`config.mk`:
```
export PLATFORM = sky130hd
export DESIGN_NAME = axil_master_bridge
export DESIGN_NICKNAME = d
export VERILOG_FILES = /design/src/logic/axi_pkg.sv /design/src/logic/axil_master_bridge.sv
export VERILOG_INCLUDE_DIRS = /design/src /design/src/include
export SDC_FILE = /design/constraint.sdc
export NUM_CORES = 1
export LEC_CHECK = 0
export BUFFER_PORTS_ARGS = -buffer_cell sky130_fd_sc_hd__buf_2
export CAP_MARGIN = 30
export CORE_AREA = 2 2 149 151
export DETAILED_ROUTE_END_ITERATION = 16
export DIE_AREA = 0 0 151 153
export PLACE_DENSITY = 0.57
export SYNTH_ARGS = -nofsm -noshare
export SYNTH_HDL_FRONTEND = slang
export SYNTH_SLANG_ARGS = --single-unit
```
`constraint.sdc`:
```
create_clock -name i_aclk -period 4.9 [get_ports i_aclk]
set_input_delay 0.245 -clock i_aclk [delete_from_list [all_inputs] [get_ports i_aclk]]
set_output_delay 0.245 -clock i_aclk [all_outputs]
set_load 0.02 [all_outputs]
```
`src/include/bus_config.svh`:
```
// Memory bus configuration
`ifndef BUS_CONFIG_SVH
`define BUS_CONFIG_SVH

// Bus widths
`define BUS_DATA_WIDTH 64
`define BUS_ADDR_WIDTH 32
`define BUS_STRB_WIDTH 8 // One strobe per data byte

// Number of doublewords in the on-chip SRAM
`define SRAM_DEPTH 256

// Port that wins the first tie after reset (0 is fetch)
`define ARB_PRIO_RESET 1'b0

`endif

```
`src/logic/axi_pkg.sv`:
```
// AXI4-Lite response types
package axi_pkg;

  // ------------------------------------------------------------
  // Response codes on the B and R channels
  // ------------------------------------------------------------
  typedef enum logic [1:0] {
    RESP_OKAY   = 2'b00, // Normal access done
    RESP_SLVERR = 2'b10  // Slave rejected the access
  } axil_resp_t;

endpackage

```
`src/logic/axil_master_bridge.sv`:
```
// AXI4-Lite master bridge
`timescale 1ns/1ps
`include "bus_config.svh"

module axil_master_bridge
  import axi_pkg::*;
(
  input  logic                       i_aclk,
  input  logic                       i_rst_n,

  // Strobe request side
  input  logic                       i_rw_valid,
  input  logic                       i_rw_wen,
  input  logic [`BUS_ADDR_WIDTH-1:0] i_rw_addr,
  input  logic [`BUS_DATA_WIDTH-1:0] i_rw_wdata,
  input  logic [`BUS_STRB_WIDTH-1:0] i_rw_wstrb,
  output logic                       o_rw_ready,
  output logic [`BUS_DATA_WIDTH-1:0] o_rw_rdata,
  output logic                       o_rw_err,

  // Write address channel
  output logic                       o_awvalid,
  input  logic                       i_awready,
  output logic [`BUS_ADDR_WIDTH-1:0] o_awaddr,

  // Write data channel
  output logic                       o_wvalid,
  input  logic                       i_wready,
  output logic [`BUS_DATA_WIDTH-1:0] o_wdata,
  output logic [`BUS_STRB_WIDTH-1:0] o_wstrb,

  // Write response channel
  input  logic                       i_bvalid,
  output logic                       o_bready,
  input  axil_resp_t                 i_bresp,

  // Read address channel
  output logic                       o_arvalid,
  input  logic                       i_arready,
  output logic [`BUS_ADDR_WIDTH-1:0] o_araddr,

  // Read data channel
  input  logic                       i_rvalid,
  output logic                       o_rready,
  input  logic [`BUS_DATA_WIDTH-1:0] i_rdata,
  input  axil_resp_t                 i_rresp
);

  typedef enum logic [1:0] {RD_IDLE, RD_ADDR, RD_READ} rd_state_t;
  typedef enum logic [1:0] {WR_IDLE, WR_ADDR, WR_DATA, WR_RESP} wr_state_t;

  rd_state_t rd_state_q, rd_state_d;
  wr_state_t wr_state_q, wr_state_d;
  logic      start;
  logic      aw_fire, w_fire, b_fire, ar_fire, r_fire;

  assign aw_fire = o_awvalid & i_awready;
  assign w_fire  = o_wvalid  & i_wready;
  assign b_fire  = i_bvalid  & o_bready;
  assign ar_fire = o_arvalid & i_arready;
  assign r_fire  = i_rvalid  & o_rready;

  // Requester still holds valid in the ready cycle, so skip it
  assign start = i_rw_valid & ~o_rw_ready & (rd_state_q == RD_IDLE) &
                 (wr_state_q == WR_IDLE);

  // ------------------------------------------------------------
  // Read and write FSMs
  // ------------------------------------------------------------
  always_comb begin
    rd_state_d = rd_state_q;
    case (rd_state_q)
      RD_IDLE: if (start && !i_rw_wen) rd_state_d = RD_ADDR;
      RD_ADDR: if (ar_fire) rd_state_d = RD_READ;
      RD_READ: if (r_fire) rd_state_d = RD_IDLE;
      default: rd_state_d = RD_IDLE;
    endcase
  end

  always_comb begin
    wr_state_d = wr_state_q;
    case (wr_state_q)
      WR_IDLE: if (start && i_rw_wen) wr_state_d = WR_ADDR;
      WR_ADDR: if (aw_fire) wr_state_d = WR_DATA; // Address before data
      WR_DATA: if (w_fire) wr_state_d = WR_RESP;
      WR_RESP: if (b_fire) wr_state_d = WR_IDLE;
      default: wr_state_d = WR_IDLE;
    endcase
  end

  always_ff @(posedge i_aclk or negedge i_rst_n) begin
    if (!i_rst_n) begin
      rd_state_q <= RD_IDLE;
      wr_state_q <= WR_IDLE;
    end else begin
      rd_state_q <= rd_state_d;
      wr_state_q <= wr_state_d;
    end
  end

  // Channel outputs straight from state, payload from the held command
  assign o_arvalid = (rd_state_q == RD_ADDR);
  assign o_araddr  = i_rw_addr;
  assign o_rready  = (rd_state_q == RD_READ);
  assign o_awvalid = (wr_state_q == WR_ADDR);
  assign o_awaddr  = i_rw_addr;
  assign o_wvalid  = (wr_state_q == WR_DATA);
  assign o_wdata   = i_rw_wdata;
  assign o_wstrb   = i_rw_wstrb;
  assign o_bready  = (wr_state_q == WR_RESP);

  // ------------------------------------------------------------
  // Completion, one cycle after the R or B handshake
  // ------------------------------------------------------------
  always_ff @(posedge i_aclk or negedge i_rst_n) begin
    if (!i_rst_n) begin
      o_rw_ready <= 1'b0;
      o_rw_err   <= 1'b0;
    end else begin
      o_rw_ready <= r_fire | b_fire;
      if (r_fire) begin
        o_rw_err <= (i_rresp != RESP_OKAY);
      end else if (b_fire) begin
        o_rw_err <= (i_bresp != RESP_OKAY);
      end
    end
  end

  always_ff @(posedge i_aclk) begin
    if (r_fire) begin
      o_rw_rdata <= i_rdata;
    end else if (b_fire) begin
      o_rw_rdata <= '0; // Writes return no data
    end
  end

endmodule

```
### Yosys cells after proc, flatten, opt, wreduce, memory -nomap -nowiden

Cells that the tools add are included.

| operators by class | value |
|---|---|
| add/sub/neg operators | 0 |
| multipliers | 0 |
| div/mod/pow operators | 0 |
| order comparisons | 0 |
| equality and inequality tests | 12 |
| shifts and indexed selects | 0 |
| mux-type cells | 13 |
| bitwise operators | 10 |
| reductions and logical operators | 10 |

Operator list:

| kind | number |
|---|---|
| 64-bit two-way mux | 2 |
| 2-bit two-way mux | 7 |
| 2-bit by 1-bit inequality test with 1-bit output (second input constant) | 7 |
| 1-bit AND | 8 |
| 2-bit one-hot mux with 4 select lines | 1 |
| 2-bit == test (second input constant) | 3 |
| 2-bit one-hot mux with 3 select lines | 1 |
| 2-bit nonzero test | 3 |
| 2-bit by 1-bit == test with 1-bit output (second input constant) | 2 |
| 2-bit logical NOT | 2 |
| 4-bit AND reduction | 1 |
| 3-bit AND reduction | 1 |
| 1-bit logical AND | 2 |
| 1-bit two-way mux | 2 |
| 1-bit logical NOT | 1 |
| 1-bit inverter | 1 |
| 1-bit OR | 1 |

| word-level totals | value |
|---|---|
| register bits | 70 |
| bits in latches | 0 |
| memory bits (writable) | 0 |
| memory bits (read-only) | 0 |
| bits of input ports | 181 |
| output and inout bits | 207 |
| word-level logic and storage cells | 50 |
| memories kept | 0 |

### Logic depth before layout (Yosys ltp)

Gate-level depths: netlist of run 1.

| logic depth | value |
|---|---|
| depth in word-level cells | 7 |
| depth in mapped cells | 6 |
| mapped depth without buffers | 6 |

### Worst setup path after synthesis of run 1

No wires, ideal clock.

| timing path | value |
|---|---|
| kind | register to register |
| from | register rd_state_q[0] |
| to | register o_rw_rdata[0] (enable) |
| arrival | 2.443 ns |
| data required time | 4.467 ns |
| slack | 2.024 ns |
| stages on the path, launching flop included | 5 |
| buffers on the path | 1 |
| clock period less this slack | 2.876 ns |
| cells stage by stage | dfrtp_1 -> nor2b_4 -> buf_6 -> and2_4 -> nand2b_1 |

| on the way | value |
|---|---|
| word-level cells in the longest chain between the ends | 3 |

RTL lines:

| item | line | RTL |
|---|---|---|
| from (decl) | axil_master_bridge.sv:52 | `rd_state_t rd_state_q, rd_state_d;` |
| from (signal assigned) | axil_master_bridge.sv:96 | `rd_state_q <= rd_state_d;` |
| 2-bit == test | axil_master_bridge.sv:104 | `assign o_rready = (rd_state_q == RD_READ);` |
| 1-bit AND | axil_master_bridge.sv:61 | `assign r_fire = i_rvalid & o_rready;` |
| 2-bit nonzero test (no line) | - |  |
| to (signal assigned) | axil_master_bridge.sv:131 | `o_rw_rdata <= i_rdata;` |
| to (decl) | axil_master_bridge.sv:18 | `` output logic [`BUS_DATA_WIDTH-1:0] o_rw_rdata, `` |

Every way passes these cells.
A chain may end at the register's enable or synchronous reset.

### Final worst setup path of run 1

| timing path | value |
|---|---|
| from | register rd_state_q[0] |
| to | register o_rw_rdata[4] (enable) |

The elaborated chain is that of the path after synthesis.

==> metrics.txt, run 1 <==
Hold WC Path Type=in -> reg; Crit. Startpoint=rd_state_q[0]; # DRC=0; Final period util=48.6%; worst skew pair latency=0.32 ns; ANT cells=0; final hold violation count=0; Hold Path End=o_rw_err; R2R Setup Slk=2.52 ns; H-tree depth=3; post-CTS setup buffers=0; CP max stage cell=nand2b_4; Rows=54; Slowest Stage Delay on Critical Path=a little under 0.7 ns; worst hold stages=3; Yosys warning count=0; first-pass GRT wire length=18800 um; Mapped Area=0.00382 mm2; total track usage=12.1%; M3 GR Usage=14.3%; IR drop worst, VDD=0.000169 V; die outline width=151 um; Final ANT Viol Nets=0; WL/cell=24.1 um; synth top area cells=edfxtp_1 (50%), buf_4 (27%), and3_1 (10%); area leader, netlist=edfxtp_1; Worst setup SP type=flip-flop; CP top delay family=simple AND/OR/NAND/NOR gates; crit path time final=approximately 2.4 ns; layout cells sized above 1=52.0%; clock tree sinks=70; crit-path max FO=67; gr ovfl total=0; Clk Tree Root Cell=clkbuf_16; Distinct cells, synth=28; final setup vio count=0; run status=finished clean; setup total negative slack=0 ns; vias in the first global route=2294; RSZ-0062 raised after global routing=no; final wirelength=14700 um; initial DRC count=87; max_slew headroom=40.6%; CP Buf/Inv Count=1; fmax=0.419 GHz; clock-pin slew on the worst setup and hold paths=0.06 ns; Vias/cell=3.72; MaxCap Viol Count=0; worst-margin pin slew=~0.9 ns; # fillers=around 2400; io pins=about 390; CP Class=reg -> reg; Die Y=about 150 um; max-slew violations=0; hold_sp=i_rresp[0]; global route hottest layer=met2; post-DP HPWL=12300 um; # nets final=509; Reg-to-Reg End=o_rw_rdata[4]; die area=0.0231 mm2; CTS max path bufs=2; Buffers on Ports=147; pwr dens=553 mW/mm2; Net Count, Synth=499; final core occ=19.4%; Critical Path End Type=flip-flop; Area growth, synth to finish=8.77%; met1 GRT Util=between 7 and 8%; CTS tree=yes; vias post-DR=2268; Seq/Total Area, Yosys=a little over half; crit path cell chain=nor2b_4 > buf_4 > and2_4 > nand2b_4; hold_buf cts=1; Initial Util=17.8%; largest net degree at the start of global routing=a little under 70; M2 GR Usage=approximately 21%; Num CTS Buffers=9; register bit total from synthesis=70; cell count after synthesis=314; Avg Inst Size Synth=12.2 um2; WP data required=4.84 ns; core area=0.0215 mm2; critical path depth=4; DR pass1 iterations=5; CP arrival=2.33 ns; clock skew=0.0105 ns; Post-CTS Resized=0; Final Wtd Congestion=0.808; Synth top area share=50.3%; antenna violations before repair=2; reg2reg start=rd_state_q[0]; worst r2r path cells=4; Leak=between 1.5 and 2 nW
## how the worst max path moves through the flow
stage,endpoint,slack (ns)
floorplan,o_rw_rdata[0],2.02
global placement,o_rw_rdata[57],2.48
detailed placement,o_rw_rdata[59],2.45
CTS,o_rw_rdata[5],2.43
global route,o_rw_rdata[4],2.34
finish,o_rw_rdata[4],2.52
## synthesized netlist by cell type
library cell,instances
a21oi_1,1
a21oi_2,1
a22o_1,1
and2_4,1
and2b_1,1
and3_1,64
buf_2,3
buf_4,136
buf_6,3
buf_8,1
clkbuf_1,6
clkbuf_2,1
dfrtp_1,6
edfxtp_1,64
ha_1,4
inv_1,5
mux2_2,1
mux2_4,1
nand2_1,1
nand2b_1,2
nand4b_1,1
nand4bb_1,1
nor2_1,3
nor2_2,1
nor2b_4,1
o21ai_2,2
o221ai_1,1
o32a_1,1
## through the flow
stage	std cells	worst slack [ns]	power [mW]	cell area, um2	hold WS (ns)
2_1_floorplan	314	2.02	1.52	3820	-0.0506
3_3_place_gp	592	2.48	1.58	3810	0.0840
3_5_place_dp	592	2.45	1.59	3810	0.0886
4_1_cts	609	2.43	2.35	4160	0.128
5_1_grt	609	2.34	2.43	4160	0.148
6_report	609	2.52	2.30	4160	0.146
## cells by family after synthesis
family                     synth area share (%)
buffers and inverters                      29.6
and+or+nand+nor                            12.7
DFF                                        54.2
AOI/OAI and AO/OA                          1.54
adders and majority gates                  1.31
muxes                                     0.687
## sequential cells by signal (all words and copies together) (netlist names)
register and count:
wr_state_q 2, o_rw_ready 1, o_rw_err 1, rd_state_q 2
o_rw_rdata 64
## worst min-delay path, delay by kind of cell
kind                   cells  cell delay [ns]
AO/OA/AOI/OAI              2             0.11
buffers and inverters      1             0.09
## layout make-up
class / instances / area [um2] / area share [%]
Tap cell: 280 / 350 / 8.43
Multi-Input combinational cell: 89 / 627 / 15.1
Inverter: 5 / 18.8 / 0.451
Timing Repair Buffer: 149 / 753 / 18.1
Sequential cell: 70 / 2070 / 49.8
Clock buffer: 9 / 225 / 5.42
Clock inverter: 7 / 111 / 2.68
## report_power, final
part           internal [mW]  switching (mW)  leakage (nW)
logic                  0.209           0.442          1.09
clock network          0.495           0.244         0.165
registers              0.857          0.0519         0.666
total                   1.56           0.738          1.92
## cells in the final DEF (no fill, tap or decap), types with 2 or more instances in the layout
cell type	netlist	final
and3_1	64	64
dfrtp_1	6	6
ha_1	4	4
bufinv_16	0	3
edfxtp_1	64	64
clkinv_1	0	2
nor2_1	3	3
inv_1	5	5
o21ai_2	2	2
buf_2	3	147
clkbuf_16	0	9
## layer usage
| layer | vias up | part of all wire [%] |
|---|---|---|
| met5 | - | 0.18 |
| met4 | 4 | 3.1 |
| li1 | 960 | - |
| met2 | 260 | 49 |
| met3 | 37 | 26 |
| met1 | 1007 | 22 |
No activity file was read; power rests on OpenSTA's default activity.
==> run 2: changes to the inputs <==
- ABC_AREA: not set -> 1
- CORE_AREA: 2 2 149 151 -> 2 2 152 154
- DIE_AREA: 0 0 151 153 -> 0 0 154 156
- clock period: 4.9 -> 2.3 ns (I/O delays scaled with it)
==> metrics.txt, run 2 <==
EDFF count, synth=64 (unchanged); crit-path max FO=47 (-30%); Mapped Area=0.00401 mm2 (+5.0%); Reg with most FFs=o_rw_rdata; post-DP HPWL=11000 um (-11%); final wirelength=12800 um (-13%); run status=finished clean; final setup vio count=0 (unchanged); cell count after synthesis=386 (+23%); Worst setup SP type=flip-flop; clock tree sinks=70 (unchanged); pwr dens=1060 mW/mm2 (+91%); Rows=55 (+1.9%); main flop type after synthesis=edfxtp_1; Largest regs=o_rw_rdata: 64 flops, rd_state_q: 2 flops, wr_state_q: 2 flops; Critical Path End Type=flip-flop; final core occ=19.7% (+0.36 points); gr ovfl total=0 (unchanged); post-CTS setup buffers=0 (unchanged); RSZ-0062 raised after global routing=no; Final ANT Viol Nets=0 (unchanged); Leak=2.07 nW (+7.8%); CTS max path bufs=2 (unchanged); commonest non-fill, non-tap cells in the layout=buf_2 (147), inv_1 (73), edfxtp_1 (64); largest net degree at the start of global routing=55 (-19%); Final period util=67.5% (+19 points); clock skew=0.00622 ns (-0.00432 ns); MaxCap Viol Count=0 (unchanged); die area=0.0240 mm2 (+4.0%); total track usage=10.1% (-2.0 points); Synth top area share=47.9% (-2.4 points); Num CTS Buffers=9 (unchanged); register bit total from synthesis=70 (unchanged); area leader, netlist=edfxtp_1; CP Class=reg -> reg; # DRC=0 (unchanged); xor-xnor portion of the synthesized cell area=0% (unchanged); worst skew pair latency=0.32 ns (about the same); worst-margin pin slew=0.349 ns (-0.541 ns); Final Wtd Congestion=0.744 (-7.9%); first-pass GRT wire length=17000 um (-9.8%); footprint of the multi-input gates=589 um2 (-6.0%); io pins=388 (unchanged); synth top area cells=edfxtp_1 (48%), buf_4 (25%), inv_1 (6.8%); CTS tree=yes; Area growth, synth to finish=9.85%; Adder-Cell Fraction of Synth Area=1.25% (-0.062 points); vias in the first global route=2365 (+3.1%); main combinational cell family by area after synthesis=buffers and inverters; WP data required=2.30 ns (-2.54 ns); Net Count, Synth=571 (+14%); vias post-DR=2335 (+3.0%); commonest non-fill, non-tap cell in the layout=buf_2; commonest cells in the netlist=buf_4 (136), inv_1 (73), edfxtp_1 (64); post-synthesis mux area share=0% (-0.69 points); H-tree depth=3 (unchanged); Buffers on Ports=147 (unchanged); # fillers=2472 (+4.1%); WL/cell=18.4 um (-24%); CP arrival=1.55 ns (-0.78 ns); Clk Tree Root Cell=clkbuf_16; Synth Area in Simple Gates=12.3% (-0.32 points); max reg flops=64 (unchanged); core area=0.0224 mm2 (+4.1%); hold_buf cts=3 (+2); layout cells sized above 1=44.9% (-7.1 points); Distinct cells, synth=19 (-32%); final hold violation count=0 (unchanged); setup total negative slack=0 ns (unchanged); most frequent cell after synthesis=buf_4; initial DRC count=93 (+6.9%); clock-pin slew on the worst setup and hold paths=0.05 ns (about the same); die outline width=154 um (+2.0%); Hold WC Path Type=in -> reg; max-slew violations=0 (unchanged); # nets final=592 (+16%); DR pass1 iterations=5 (unchanged); crit path time final=1.55 ns (-0.832 ns); ys async rst share=8.57% (unchanged); fmax=0.644 GHz (+54%); max_slew headroom=76.7% (+36 points); Yosys warning count=0 (unchanged); Avg Inst Size Synth=10.4 um2 (-15%); Seq/Total Area, Yosys=51.6% (-2.6 points); IR drop worst, VDD=0.000370 V (+120%); Post-CTS Resized=0 (unchanged); Die Y=156 um (+2.0%); Vias/cell=3.35 (-10%); Initial Util=17.9% (+0.16 points); Synth Area in Compound Gates=0.904% (-0.63 points); FF/Latch Area=0.00207 mm2 (unchanged); antenna violations before repair=2 (unchanged)
-- run 2: cell families (layout without fill, tap and decap cells) --
family,Yosys count,in the layout
other cells,0,1
simple gates,90,90
buf+inv,217,243
flops,70,70
compound gates,5,5
fa+ha+maj,4,4
-- run 2: path summary, 6_finish.rpt --
kind	start	endpoint	slack, ns	cells after the start
worst max-delay path	rd_state_q[0]	o_rw_rdata[40]	0.75	4
min in group asynchronous	i_rst_n	o_rw_ready	0.18	2
worst min-delay path	i_arready	rd_state_q[1]	0.03	3
worst max register to register	rd_state_q[0]	o_rw_rdata[40]	0.75	4
max in group asynchronous	i_rst_n	wr_state_q[1]	1.96	2
worst min register to register	wr_state_q[1]	wr_state_q[1]	0.54	2
-- run 2: cell type report --
cell class	count	share of cell area, %
diodes	1	0.0568
clock buffers	15	6.07
clock inverters	1	0.681
inverters	74	6.30
multi-input cells	99	13.4
flip-flops and latches	70	47.0
well taps	285	8.09
repair buffers	153	18.4
-- run 2: worst max-delay path, stage by stage, from the launching register on --
cell and delay (ns):
dfrtp_1 0.43, nor2_4 0.15, nand2_4 0.20, nand2_2 0.16, buf_12 0.25
-- run 2: layer usage --
| layer | up-vias | share of wire [%] | GRT usage [%] |
|---|---|---|---|
| met1 | 997 | 22 | 5.88 |
| met3 | 29 | 23 | 10.5 |
| met4 | 2 | 2.1 | 3.56 |
| met5 | - | 0.10 | 0 |
| li1 | 1070 | - | - |
| met2 | 237 | 53 | 19.2 |
-- run 2: where the power goes --
group	internal, mW	switching (mW)	total, mW	leakage, nW
sequential	1.79	0.108	1.89	0.671
combinational	0.422	0.952	1.37	1.26
clock	0.901	0.484	1.38	0.144
-- run 2: through the flow --
| step | power [mW] | hold slack (ns) | instance area, um2 | worst slack [ns] | cells |
|---|---|---|---|---|---|
| after global routing | 4.92 | 0.0391 | 4410 | 0.633 | 697 |
| after floorplan | 3.14 | -0.181 | 4020 | 0.100 | 386 |
| after CTS | 4.75 | 0.0240 | 4410 | 0.724 | 697 |
| final | 4.65 | 0.0341 | 4410 | 0.748 | 698 |
| after detailed placement | 3.32 | -0.0384 | 4080 | 0.728 | 678 |
| after global placement | 3.30 | -0.0371 | 4080 | 0.758 | 678 |
