File: config.mk
export PLATFORM = sky130hd
export DESIGN_NAME = mem_port_arbiter
export DESIGN_NICKNAME = d
export VERILOG_FILES = /design/src/logic/core_bus_pkg.sv /design/src/logic/mem_port_arbiter.sv
export VERILOG_INCLUDE_DIRS = /design/src /design/src/include
export SDC_FILE = /design/constraint.sdc
export NUM_CORES = 1
export LEC_CHECK = 0
export ABC_AREA = 1
export BUFFER_PORTS_ARGS = -buffer_cell sky130_fd_sc_hd__buf_4
export CAP_MARGIN = 20
export CORE_AREA = 2 2 158 160
export CTS_CLUSTER_DIAMETER = 200
export DETAILED_ROUTE_END_ITERATION = 10
export DIE_AREA = 0 0 160 162
export GPL_TIMING_DRIVEN = 0
export PLACE_DENSITY = 0.5
export REMOVE_ABC_BUFFERS = 1
export SETUP_SLACK_MARGIN = 0.5
export SKIP_LAST_GASP = 1
export SYNTH_ARGS = -nofsm -noshare
export SYNTH_HDL_FRONTEND = slang
export SYNTH_SLANG_ARGS = --single-unit
File: constraint.sdc
create_clock -name i_aclk -period 1.65 [get_ports i_aclk]
set_clock_uncertainty 0.15 [all_clocks]
set_input_delay 0.33 -clock i_aclk [delete_from_list [all_inputs] [get_ports i_aclk]]
set_output_delay 0.33 -clock i_aclk [all_outputs]
set_load 0.05 [all_outputs]
File: src/include/bus_config.svh
// Memory bus configuration
`ifndef BUS_CONFIG_SVH
`define BUS_CONFIG_SVH

// Bus widths
`define BUS_DATA_WIDTH 64
`define BUS_ADDR_WIDTH 32
`define BUS_STRB_WIDTH 8 // One strobe per data byte

// Number of doublewords in the on-chip SRAM
`define SRAM_DEPTH 256

// Port that wins the first tie after reset (0 is fetch)
`define ARB_PRIO_RESET 1'b0

`endif

File: src/logic/core_bus_pkg.sv
// Core memory bus types
`include "bus_config.svh"

package core_bus_pkg;

  // Requester that owns the bridge
  typedef enum logic {
    SEL_FETCH = 1'b0,
    SEL_LSU   = 1'b1
  } req_sel_t;

  // ------------------------------------------------------------
  // One SRAM doubleword, seen whole or as two instructions
  // ------------------------------------------------------------
  typedef union packed {
    logic [`BUS_DATA_WIDTH-1:0]        dword;
    logic [1:0][`BUS_DATA_WIDTH/2-1:0] instr; // Index 1 is the upper word, addr[2] set
  } dword_u;

endpackage

File: src/logic/mem_port_arbiter.sv
// Fetch and load/store port arbiter
`timescale 1ns/1ps
`include "bus_config.svh"

module mem_port_arbiter
  import core_bus_pkg::*;
(
  input  logic                         i_aclk,
  input  logic                         i_rst_n,

  // Instruction fetch port, read only
  input  logic                         i_if_valid,
  input  logic [`BUS_ADDR_WIDTH-1:0]   i_if_addr,
  output logic [`BUS_DATA_WIDTH/2-1:0] o_if_instr,
  output logic                         o_if_ready,
  output logic                         o_if_err,

  // Load/store port
  input  logic                         i_ls_valid,
  input  logic                         i_ls_wen,
  input  logic [`BUS_ADDR_WIDTH-1:0]   i_ls_addr,
  input  logic [`BUS_DATA_WIDTH-1:0]   i_ls_wdata,
  input  logic [`BUS_STRB_WIDTH-1:0]   i_ls_wstrb,
  output logic [`BUS_DATA_WIDTH-1:0]   o_ls_rdata,
  output logic                         o_ls_ready,
  output logic                         o_ls_err,

  // Bridge side
  output logic                         o_rw_valid,
  output logic                         o_rw_wen,
  output logic [`BUS_ADDR_WIDTH-1:0]   o_rw_addr,
  output logic [`BUS_DATA_WIDTH-1:0]   o_rw_wdata,
  output logic [`BUS_STRB_WIDTH-1:0]   o_rw_wstrb,
  input  logic                         i_rw_ready,
  input  logic [`BUS_DATA_WIDTH-1:0]   i_rw_rdata,
  input  logic                         i_rw_err
);

  localparam int OFS_W = $clog2(`BUS_STRB_WIDTH);

  req_sel_t grant_q, prio_q, winner;
  logic     busy_q;
  logic     is_ls, if_done, ls_done;
  dword_u   rw_word;
  logic [`BUS_DATA_WIDTH/2-1:0] fetch_instr, if_instr_q;
  logic [`BUS_DATA_WIDTH-1:0]   ls_rdata_q;
  logic     if_err_q, ls_err_q;

  // Tie goes to the port named by the pointer
  always_comb begin
    if (i_if_valid && i_ls_valid) begin
      winner = prio_q;
    end else if (i_ls_valid) begin
      winner = SEL_LSU;
    end else begin
      winner = SEL_FETCH;
    end
  end

  // ------------------------------------------------------------
  // Grant lock, held until the bridge answers
  // ------------------------------------------------------------
  always_ff @(posedge i_aclk or negedge i_rst_n) begin
    if (!i_rst_n) begin
      busy_q  <= 1'b0;
      grant_q <= SEL_FETCH;
      prio_q  <= req_sel_t'(`ARB_PRIO_RESET);
    end else if (!busy_q) begin
      if (i_if_valid || i_ls_valid) begin
        busy_q  <= 1'b1;
        grant_q <= winner;
        prio_q  <= (winner == SEL_FETCH) ? SEL_LSU : SEL_FETCH; // Other port next
      end
    end else if (i_rw_ready) begin
      busy_q <= 1'b0;
    end
  end

  assign is_ls      = (grant_q == SEL_LSU);
  assign o_rw_valid = busy_q;
  assign o_rw_wen   = is_ls & i_ls_wen;
  assign o_rw_addr  = is_ls ? i_ls_addr : {i_if_addr[`BUS_ADDR_WIDTH-1:OFS_W], {OFS_W{1'b0}}};
  assign o_rw_wdata = is_ls ? i_ls_wdata : '0;
  assign o_rw_wstrb = is_ls ? i_ls_wstrb : '0;

  // Return path
  assign rw_word     = i_rw_rdata;
  assign fetch_instr = rw_word.instr[i_if_addr[2]];
  assign if_done     = i_rw_ready & busy_q & ~is_ls;
  assign ls_done     = i_rw_ready & busy_q & is_ls;

  always_ff @(posedge i_aclk or negedge i_rst_n) begin
    if (!i_rst_n) begin
      if_err_q <= 1'b0;
      ls_err_q <= 1'b0;
    end else begin
      if (if_done) if_err_q <= i_rw_err;
      if (ls_done) ls_err_q <= i_rw_err;
    end
  end

  // Hold each port's last result until its next completion
  always_ff @(posedge i_aclk) begin
    if (if_done) if_instr_q <= fetch_instr;
    if (ls_done) ls_rdata_q <= rw_word.dword;
  end

  assign o_if_ready = if_done;
  assign o_if_instr = if_done ? fetch_instr : if_instr_q;
  assign o_if_err   = if_done ? i_rw_err : if_err_q;
  assign o_ls_ready = ls_done;
  assign o_ls_rdata = ls_done ? rw_word.dword : ls_rdata_q;
  assign o_ls_err   = ls_done ? i_rw_err : ls_err_q;

endmodule

After elaboration in Yosys (flattened, before gate mapping)
Cells that the tools add are included.
{"block": "totals", "elab_cells": 32, "regBits": 101}
{"block": "classes", "magnitude_cmp": 1, "bitwise_logic": 6, "n_reduce_logical": 3, "muxes": 15}
{"cell": "32-bit 2-to-1 mux", "n": 4}
{"cell": "64-bit 2-to-1 mux", "n": 2}
{"cell": "1-bit 2-to-1 mux", "n": 8}
{"cell": "8-bit 2-to-1 mux", "n": 1}
{"cell": "1-bit bitwise AND", "n": 4}
{"cell": "1-bit by 2-bit < comparator with 1-bit output (second input constant)", "n": 1}
{"cell": "1-bit inverter", "n": 2}
{"cell": "2-bit AND reduction", "n": 1}
{"cell": "1-bit logical AND", "n": 1}
{"cell": "1-bit logical OR", "n": 1}

Depth between registers and ports, before layout
Gate-level depths: netlist of the first run.
{"block": "logic_depth", "ltp_word": 3, "mapped_depth": 7, "ltp_nobuf": 5}

Worst setup path after synthesis of the first run
Ideal clock, no wire load.
{"block": "synth_timing", "path_kind": "flip-flop to output port", "start": "register busy_q (netlist: o_rw_valid)", "end": "output port o_ls_err", "t_arrival_ns": 2.210, "slack_ns": -1.040, "stages_incl_launch_ff": 4, "required_ns": 1.170, "path_cell_list": "dfrtp_1 -> nand3_2 -> buf_4 -> o21ai_0"}
{"block": "synth_via", "elab_chain_cells": 3}
{"element": "start: declaration", "line": "mem_port_arbiter.sv:42", "text": "logic busy_q;"}
{"element": "start signal: assignment", "line": "mem_port_arbiter.sv:65", "text": "busy_q <= 1'b0;"}
{"element": "start signal: assignment", "line": "mem_port_arbiter.sv:70", "text": "busy_q <= 1'b1;"}
{"element": "start signal: assignment", "line": "mem_port_arbiter.sv:75", "text": "busy_q <= 1'b0;"}
{"element": "1-bit bitwise AND (2 in a row)", "line": "mem_port_arbiter.sv:90", "text": "assign ls_done = i_rw_ready & busy_q & is_ls;"}
{"element": "1-bit 2-to-1 mux"}
{"element": "end: declaration", "line": "mem_port_arbiter.sv:26", "text": "output logic o_ls_err,"}
No other way between the ends.

Worst setup path in the final report of the first run
{"block": "layout_timing", "start": "register grant_q", "end": "output port o_if_instr[26]"}
{"block": "layout_via", "elab_chain_cells": 3}
{"element": "start: declaration", "line": "mem_port_arbiter.sv:41", "text": "req_sel_t grant_q, prio_q, winner;"}
{"element": "start signal: assignment", "line": "mem_port_arbiter.sv:71", "text": "grant_q <= winner;"}
{"element": "1-bit inverter", "line": "mem_port_arbiter.sv:89", "text": "assign if_done = i_rw_ready & busy_q & ~is_ls;"}
{"element": "1-bit bitwise AND", "line": "mem_port_arbiter.sv:89"}
{"element": "32-bit 2-to-1 mux"}
{"element": "end: declaration", "line": "mem_port_arbiter.sv:14", "text": "output logic [`BUS_DATA_WIDTH/2-1:0] o_if_instr,"}
No other way between the ends.

==> results of run 1 <==
[per-stage QoR]
step           TNS [ns]  util, %  area, um^2
3_3_place_gp   -1376.48     33.2        8000
5_1_grt         -141.01     50.0       12100
4_1_cts         -126.32     41.0        9890
6_report        -126.95     50.1       12100
2_1_floorplan   -791.40        -        4510
3_5_place_dp    -320.77     33.7        8140
[routing by layer]
metal	part of all wire [%]	vias up	GRT usage, %
met3	8.3	63	8.15
met2	53	297	41.8
li1	-	3311	-
met4	4.5	8	8.56
met5	0.14	-	0
met1	34	3125	22.7
[power groups by stage]
stage               Sequential (mW)  Clock (mW)  Combinational, mW
floorplan                      4.23           0               8.89
global placement               4.26           0               12.7
detailed placement             4.15           0               13.7
CTS                            4.06        2.37               16.5
global route                   4.27        2.46               21.0
finish                         4.13        2.30               20.2
[cells in the final DEF (no fill, tap or decap), types with 2 or more instances in the layout]
| cell type | n |
|---|---|
| clkbuf_16 | 24 |
| dfxtp_1 | 96 |
| buf_8 | 96 |
| clkinvlp_4 | 3 |
| buf_16 | 17 |
| nand3_4 | 4 |
| inv_8 | 2 |
| dfrtp_1 | 3 |
| diode_2 | 2 |
| nand3_1 | 2 |
| buf_4 | 280 |
| buf_6 | 88 |
| clkinv_4 | 2 |
| inv_6 | 3 |
| inv_1 | 76 |
| nor2_1 | 2 |
| o21ai_2 | 2 |
| inv_2 | 3 |
| o21ai_0 | 2 |
| nand2_4 | 66 |
| nand2_1 | 382 |
| nand2_2 | 110 |
| buf_12 | 27 |
[flip-flops by register name, summed over array words and instances (netlist names)]
| name | cells |
|---|---|
| ls_rdata_q | 64 |
| if_instr_q | 32 |
| grant_q | 1 |
| if_err_q | 1 |
| ls_err_q | 1 |
| o_rw_valid | 1 |
| prio_q | 1 |
[final cells by class]
| type | count | area, um^2 | share of cell area [%] |
|---|---|---|---|
| antenna | 2 | 5.00 | 0.0415 |
| clock buffer | 10 | 239 | 1.98 |
| clock inverter | 6 | 76.3 | 0.633 |
| inverter | 82 | 342 | 2.83 |
| multi-input combinational | 571 | 2990 | 24.8 |
| sequential | 101 | 2050 | 17.0 |
| tap | 324 | 405 | 3.36 |
| timing repair buffer | 524 | 5930 | 49.1 |
| timing repair inverter | 3 | 27.5 | 0.228 |
[worst max path at each step]
stage / startpoint / end / depth (start not counted)
floorplan: grant_q / o_ls_rdata[0] / 4
global placement: grant_q / o_ls_rdata[25] / 5
detailed placement: grant_q / o_if_err / 5
CTS: grant_q / o_if_instr[27] / 8
global route: grant_q / o_if_instr[26] / 8
finish: grant_q / o_if_instr[26] / 8
[critical path, delay by kind of cell (launching register included)]
| kind | cells | cell delay [ns] |
|---|---|---|
| and+or+nand+nor | 3 | 0.28 |
| DFF | 1 | 0.50 |
| buffers and inverters | 5 | 0.73 |
[cells by family (layout without fill, tap and decap cells)]
| family | Yosys count | count (layout) |
|---|---|---|
| AO/OA/AOI/OAI | 4 | 4 |
| AND/OR/NAND/NOR | 565 | 567 |
| buffers and inverters | 124 | 625 |
| flip-flops | 101 | 101 |
| other | 0 | 2 |
[repair_timing]
item                                    in CTS  in global routing
endpoints found under the hold margin        5                  0
endpoints found under the setup margin     306                307
setup buffers                               39                 38
gates cloned                                16                 20
hold buffers                                 1                  0
gates resized for setup                    186                411
pin swaps                                   13                 60
==> flow_metrics.env, run 1 <==
export IMPL_status="complete, but fails checks"
export IMPL_violations="negative setup slack"
export IMPL_portBuffers=410
export IMPL_place_hpwl_um=20700
export IMPL_ys_async_sr_fraction_pct=4.95
export IMPL_drt_iter0_markers=259
export IMPL_yosys_warnings=0
export IMPL_clk_pin_slew_ns=0.08
export IMPL_reg2reg_depth=9
export IMPL_synth_common_cells="nand2_1 (558), dfxtp_1 (96), inv_1 (81)"
export IMPL_power_internal_mw=13.1
export IMPL_fin_cells=1623
export IMPL_ioPinCount=413
export IMPL_clk_path_buf_depth=2
export IMPL_synthMuxAreaShare_pct=0
export IMPL_hold_start="i_rw_rdata[7]"
export IMPL_start_util_pct=19.8
export IMPL_layout_drive_gt1_share_pct=56.5
export IMPL_grt_pass1_vias=6352
export IMPL_synth_adder_area_share_pct=0
export IMPL_fin_ws_ns=-0.687
export IMPL_finalCriticalPeriod_ns=2.34
export IMPL_tightest_slew_ns=0.491
export IMPL_pwr_share_seq_pct=15.5
export IMPL_dp_cells=1491
export IMPL_synth_seq_cells=101
export IMPL_die_h_um=162
export IMPL_clock_sinks=101
export IMPL_cts_tree="done"
export IMPL_rsz0062_at_grt="true"
export IMPL_hold_viol=0
export IMPL_first_pass_iters=4
export IMPL_cp_cell_sequence="buf_16 > buf_6 > nor2_4 > buf_6 > clkbuf_16 > nand2_4 > nand2_4 > buf_8"
export IMPL_grt_antenna_before_repair=5
export IMPL_netlist_area_mm2=0.00476
export IMPL_synth_area_leaders="nand2_1 (44%), dfxtp_1 (40%), inv_1 (6.4%)"
export IMPL_path_class="reg2out"
export IMPL_syn_instance_count=794
export IMPL_hp_class="in2reg"
export IMPL_setup_violations_final=237
export IMPL_maxSlewHeadroom_pct=67.3
export IMPL_grt_pass1_wl_um=42200
export IMPL_yosysMostFrequentCell="nand2_1"
export IMPL_die_area_mm2=0.0259
export IMPL_synth_yosys_seq_area_share_pct=43.0
export IMPL_syn_to_final_growth_pct=153
export IMPL_place_ws_ns=-2.41
export IMPL_drc=0
export IMPL_vias=6804
export IMPL_p_sw_mw=13.6
export IMPL_drt_total_wl_um=33000
export IMPL_worstPathArrival_ns=1.86
export IMPL_swShare_pct=50.9
export IMPL_postRouteAntennaNets=0
export IMPL_hold_end="ls_rdata_q[7]"
export IMPL_r2r_start="grant_q"
export IMPL_synth_xor_area_share_pct=0
export IMPL_viasPerCell=4.19
export IMPL_power_density_mw_per_mm2=2210
export IMPL_grt_overflow_total=0
export IMPL_synth_compound_area_share_pct=0.420
export IMPL_worstSetupEndpointType="output pin"
export IMPL_grt_max_degree=34
export IMPL_wl_per_cell_um=20.3
export IMPL_yosysTopAreaCellShare_pct=44.0
export IMPL_core_mm2=0.0241
export IMPL_slew_violations=0
export IMPL_critical_path_slowest_cell="dfrtp_4"
export IMPL_total_power_mw=26.7
export IMPL_synth_flop_cell="dfxtp_1"
export IMPL_clockRootBuffer="clkbuf_16"
export IMPL_final_nets=1499
export IMPL_timing_fmax_ghz=0.428
export IMPL_yosys_area_share_simple_pct=44.9
export IMPL_cp_start_kind="flip-flop"
export IMPL_std_cell_rows=57
export IMPL_cp_required_ns=1.17
export IMPL_die_w_um=160
export IMPL_h_tree_depth=3
export IMPL_r2r_setup_slack_ns=-0.09
export IMPL_comb_power_share_pct=75.9
export IMPL_critPathMaxStageDelay_ns=0.50
export IMPL_clockPowerShare_pct=8.6
export IMPL_ir_worst_vdd_uv=959
export IMPL_synth_top_family_by_area="simple AND/OR/NAND/NOR gates"
export IMPL_synth_area_leader_cell="nand2_1"
export IMPL_synth_edf_count=0
export IMPL_final_period_utilization_pct=142
export IMPL_min_path_cells=3
export IMPL_clk_latency_ns=0.35
export IMPL_ys_types=14
export IMPL_maxCapViolCount=0
export IMPL_grt_usage_pct=22.4
export IMPL_power_leakage_nw=6.74
export IMPL_fillCellCount=2315
export IMPL_gp_congestion=0.820
export IMPL_rr_endpoint="ls_rdata_q[27]"
export IMPL_hold_ws_ns=0.0482
export IMPL_numCtsBuffers=9
export IMPL_crit_fanout=6
export IMPL_avgSynthCellArea_um2=6.00
No activity file was read; power rests on OpenSTA's default activity.
==> inputs of run 2 (changes only) <==
--- a/config.mk
+++ b/config.mk
@@ -6,15 +6,14 @@
 export SDC_FILE = /design/constraint.sdc
 export NUM_CORES = 1
 export LEC_CHECK = 0
-export ABC_AREA = 1
 export BUFFER_PORTS_ARGS = -buffer_cell sky130_fd_sc_hd__buf_4
-export CAP_MARGIN = 20
-export CORE_AREA = 2 2 158 160
+export CAP_MARGIN = 30
+export CORE_AREA = 2 2 162 164
 export CTS_CLUSTER_DIAMETER = 200
 export DETAILED_ROUTE_END_ITERATION = 10
-export DIE_AREA = 0 0 160 162
+export DIE_AREA = 0 0 164 166
 export GPL_TIMING_DRIVEN = 0
-export PLACE_DENSITY = 0.5
+export PLACE_DENSITY = 0.48
 export REMOVE_ABC_BUFFERS = 1
 export SETUP_SLACK_MARGIN = 0.5
 export SKIP_LAST_GASP = 1
==> flow_metrics.env, run 2 <==
export IMPL_synthMuxAreaShare_pct=40.6
export IMPL_top_register="ls_rdata_q"
export IMPL_finalCriticalPeriod_ns=2.62
export IMPL_cp_num_buf_inv=4
export IMPL_grt_overflow_total=0
export IMPL_clock_sinks=101
export IMPL_viasPerCell=4.03
export IMPL_grt_max_degree=36
export IMPL_synth_compound_area_share_pct=0.455
export IMPL_setup_violations_final=302
export IMPL_drc=0
export IMPL_reg2reg_depth=6
export IMPL_synth_seq_cells=101
export IMPL_die_h_um=166
export IMPL_critPathMaxStageDelay_ns=0.51
export IMPL_worstPathArrival_ns=2.14
export IMPL_violations="negative setup slack"
export IMPL_fin_util_pct=42.3
export IMPL_synth_area_leaders="dfxtp_1 (41%), mux2_2 (30%), and2_1 (10%)"
export IMPL_drt_total_wl_um=25200
export IMPL_placed_area_mm2=0.00808
export IMPL_largest_reg_flops=64
export IMPL_avgSynthCellArea_um2=12.5
export IMPL_hold_end="o_rw_valid"
export IMPL_synth_flop_cell="dfxtp_1"
export IMPL_timing_fmax_ghz=0.382
export IMPL_top_regs="ls_rdata_q (64), if_instr_q (32)"
export IMPL_syn_instance_count=374
export IMPL_netlist_area_mm2=0.00468
export IMPL_hp_class="in2reg"
export IMPL_design_area_mm2=0.0108
export IMPL_hold_start="i_rw_ready"
export IMPL_cp_start_kind="flip-flop"
export IMPL_ir_worst_vdd_uv=1270
export IMPL_r2r_setup_slack_ns=-0.35
export IMPL_portBuffers=410
export IMPL_rsz0062_at_grt="true"
export IMPL_cp_required_ns=1.17
export IMPL_tightest_slew_ns=0.533
export IMPL_clk_latency_ns=0.34
export IMPL_hold_ws_ns=0.0452
export IMPL_synth_adder_area_share_pct=0
export IMPL_numCtsBuffers=9
export IMPL_r2r_start="grant_q"
export IMPL_final_period_utilization_pct=159
export IMPL_drt_iter0_markers=127
export IMPL_worstSetupEndpointType="output pin"
export IMPL_synth_top_family_by_area="multiplexers"
export IMPL_yosysMostFrequentCell="mux2_2"
export IMPL_ioPinCount=413
export IMPL_hold_viol=0
export IMPL_synth_yosys_seq_area_share_pct=43.8
export IMPL_ys_types=20
export IMPL_place_ws_ns=-1.30
export IMPL_layout_common_cells="buf_4 (208), buf_6 (156), mux2_4 (100)"
export IMPL_grt_usage_pct=17.5
export IMPL_final_common_cell="buf_4"
export IMPL_crit_fanout=6
export IMPL_critical_path_slowest_cell="dfrtp_4"
export IMPL_grt_pass1_vias=4877
export IMPL_start_util_pct=18.3
export IMPL_std_cell_rows=59
export IMPL_h_tree_depth=3
export IMPL_final_nets=1041
export IMPL_layout_drive_gt1_share_pct=78.3
export IMPL_power_leakage_nw=5.25
export IMPL_synth_edf_count=0
export IMPL_vias=4734
export IMPL_clk_path_buf_depth=2
export IMPL_power_density_mw_per_mm2=1960
export IMPL_min_path_cells=2
export IMPL_fillCellCount=2473
export IMPL_grt_pass1_wl_um=34100
export IMPL_fin_ws_ns=-0.970
export IMPL_fin_cells=1174
export IMPL_first_pass_iters=4
export IMPL_dp_cells=1095
export IMPL_wl_per_cell_um=21.4
export IMPL_cp_cell_sequence="buf_16 > and3b_4 > buf_12 > clkbuf_16 > mux2_4 > buf_8"
export IMPL_clk_pin_slew_ns=0.08
export IMPL_path_class="reg2out"
export IMPL_die_w_um=164
export IMPL_rr_endpoint="if_instr_q[19]"
export IMPL_yosys_warnings=0
export IMPL_synth_area_leader_cell="dfxtp_1"
export IMPL_core_mm2=0.0256
export IMPL_place_hpwl_um=18000
export IMPL_die_area_mm2=0.0272
export IMPL_grt_antenna_before_repair=2
export IMPL_cts_tree="done"
export IMPL_slew_violations=0
export IMPL_yosysTopAreaCellShare_pct=41.1
export IMPL_syn_to_final_growth_pct=131
export IMPL_maxCapViolCount=0
export IMPL_yosys_area_share_simple_pct=11.1
export IMPL_postRouteAntennaNets=0
export IMPL_synth_common_cells="mux2_2 (125), dfxtp_1 (96), and2_1 (76)"
export IMPL_critical_path_top_delay_family="buffers and inverters"
export IMPL_clockRootBuffer="clkbuf_16"
export IMPL_gp_congestion=0.740
export IMPL_synth_xor_area_share_pct=0
export IMPL_ys_async_sr_fraction_pct=4.95
export IMPL_maxSlewHeadroom_pct=64.4
export IMPL_status="complete, but fails checks"
==> run 2: cells by family (layout without fill, tap and decap cells) <==
| logic type | count (synthesis) | after routing |
|---|---|---|
| multiplexers | 159 | 159 |
| flip-flops | 101 | 101 |
| AND/OR/NAND/NOR | 83 | 83 |
| buffers and inverters | 28 | 492 |
| AO/OA/AOI/OAI | 3 | 3 |
| other | 0 | 1 |
==> run 2: area by class of cell <==
class,count,area [um^2],area share (%)
diodes,1,2.50,0.0231
clock buffers,9,225,2.08
clock inverters,6,60.1,0.555
inverters,1,6.26,0.0578
multi-input cells,245,2740,25.3
flip-flops and latches,101,2050,19.0
well taps,335,419,3.87
repair buffers,476,5320,49.2
==> run 2: layer usage <==
layer  track usage (%)  wire [um]
met5                 0         13
met3              5.44       1960
met1              19.2       9310
met2              31.9      12900
met4              5.53        924
==> run 2: worst max path at each step <==
stage | from | to | depth (start not counted)
after floorplan | grant_q | o_ls_rdata[63] | 3
after global placement | grant_q | o_ls_rdata[55] | 3
after detailed placement | grant_q | o_if_instr[1] | 5
after CTS | grant_q | o_if_instr[11] | 6
after global routing | grant_q | o_if_instr[6] | 6
final | grant_q | o_if_instr[10] | 6
==> run 2: where the power goes <==
| part | internal [mW] | switching [mW] | total [mW] | leakage, nW |
|---|---|---|---|---|
| clock network | 1.05 | 1.03 | 2.08 | 0.139 |
| registers | 3.56 | 0.290 | 3.85 | 0.865 |
| logic | 6.76 | 8.50 | 15.3 | 4.25 |
==> run 2: through the flow <==
stage | total power, mW | setup TNS (ns)
after CTS | 20.5 | -164.42
after global placement | 15.2 | -1282.95
after detailed placement | 15.3 | -194.50
after floorplan | 11.7 | -693.71
final | 21.2 | -156.66
after global routing | 22.0 | -169.71
==> run 2: what timing repair did <==
action | in CTS | in global routing
gates resized for setup | 311 | 108
setup endpoints to repair | 305 | 305
hold endpoints to repair | 5 | 0
pin swaps | 1 | 0
buffers inserted | 32 | 12
gates cloned | 13 | 5
hold buffers | 1 | 0
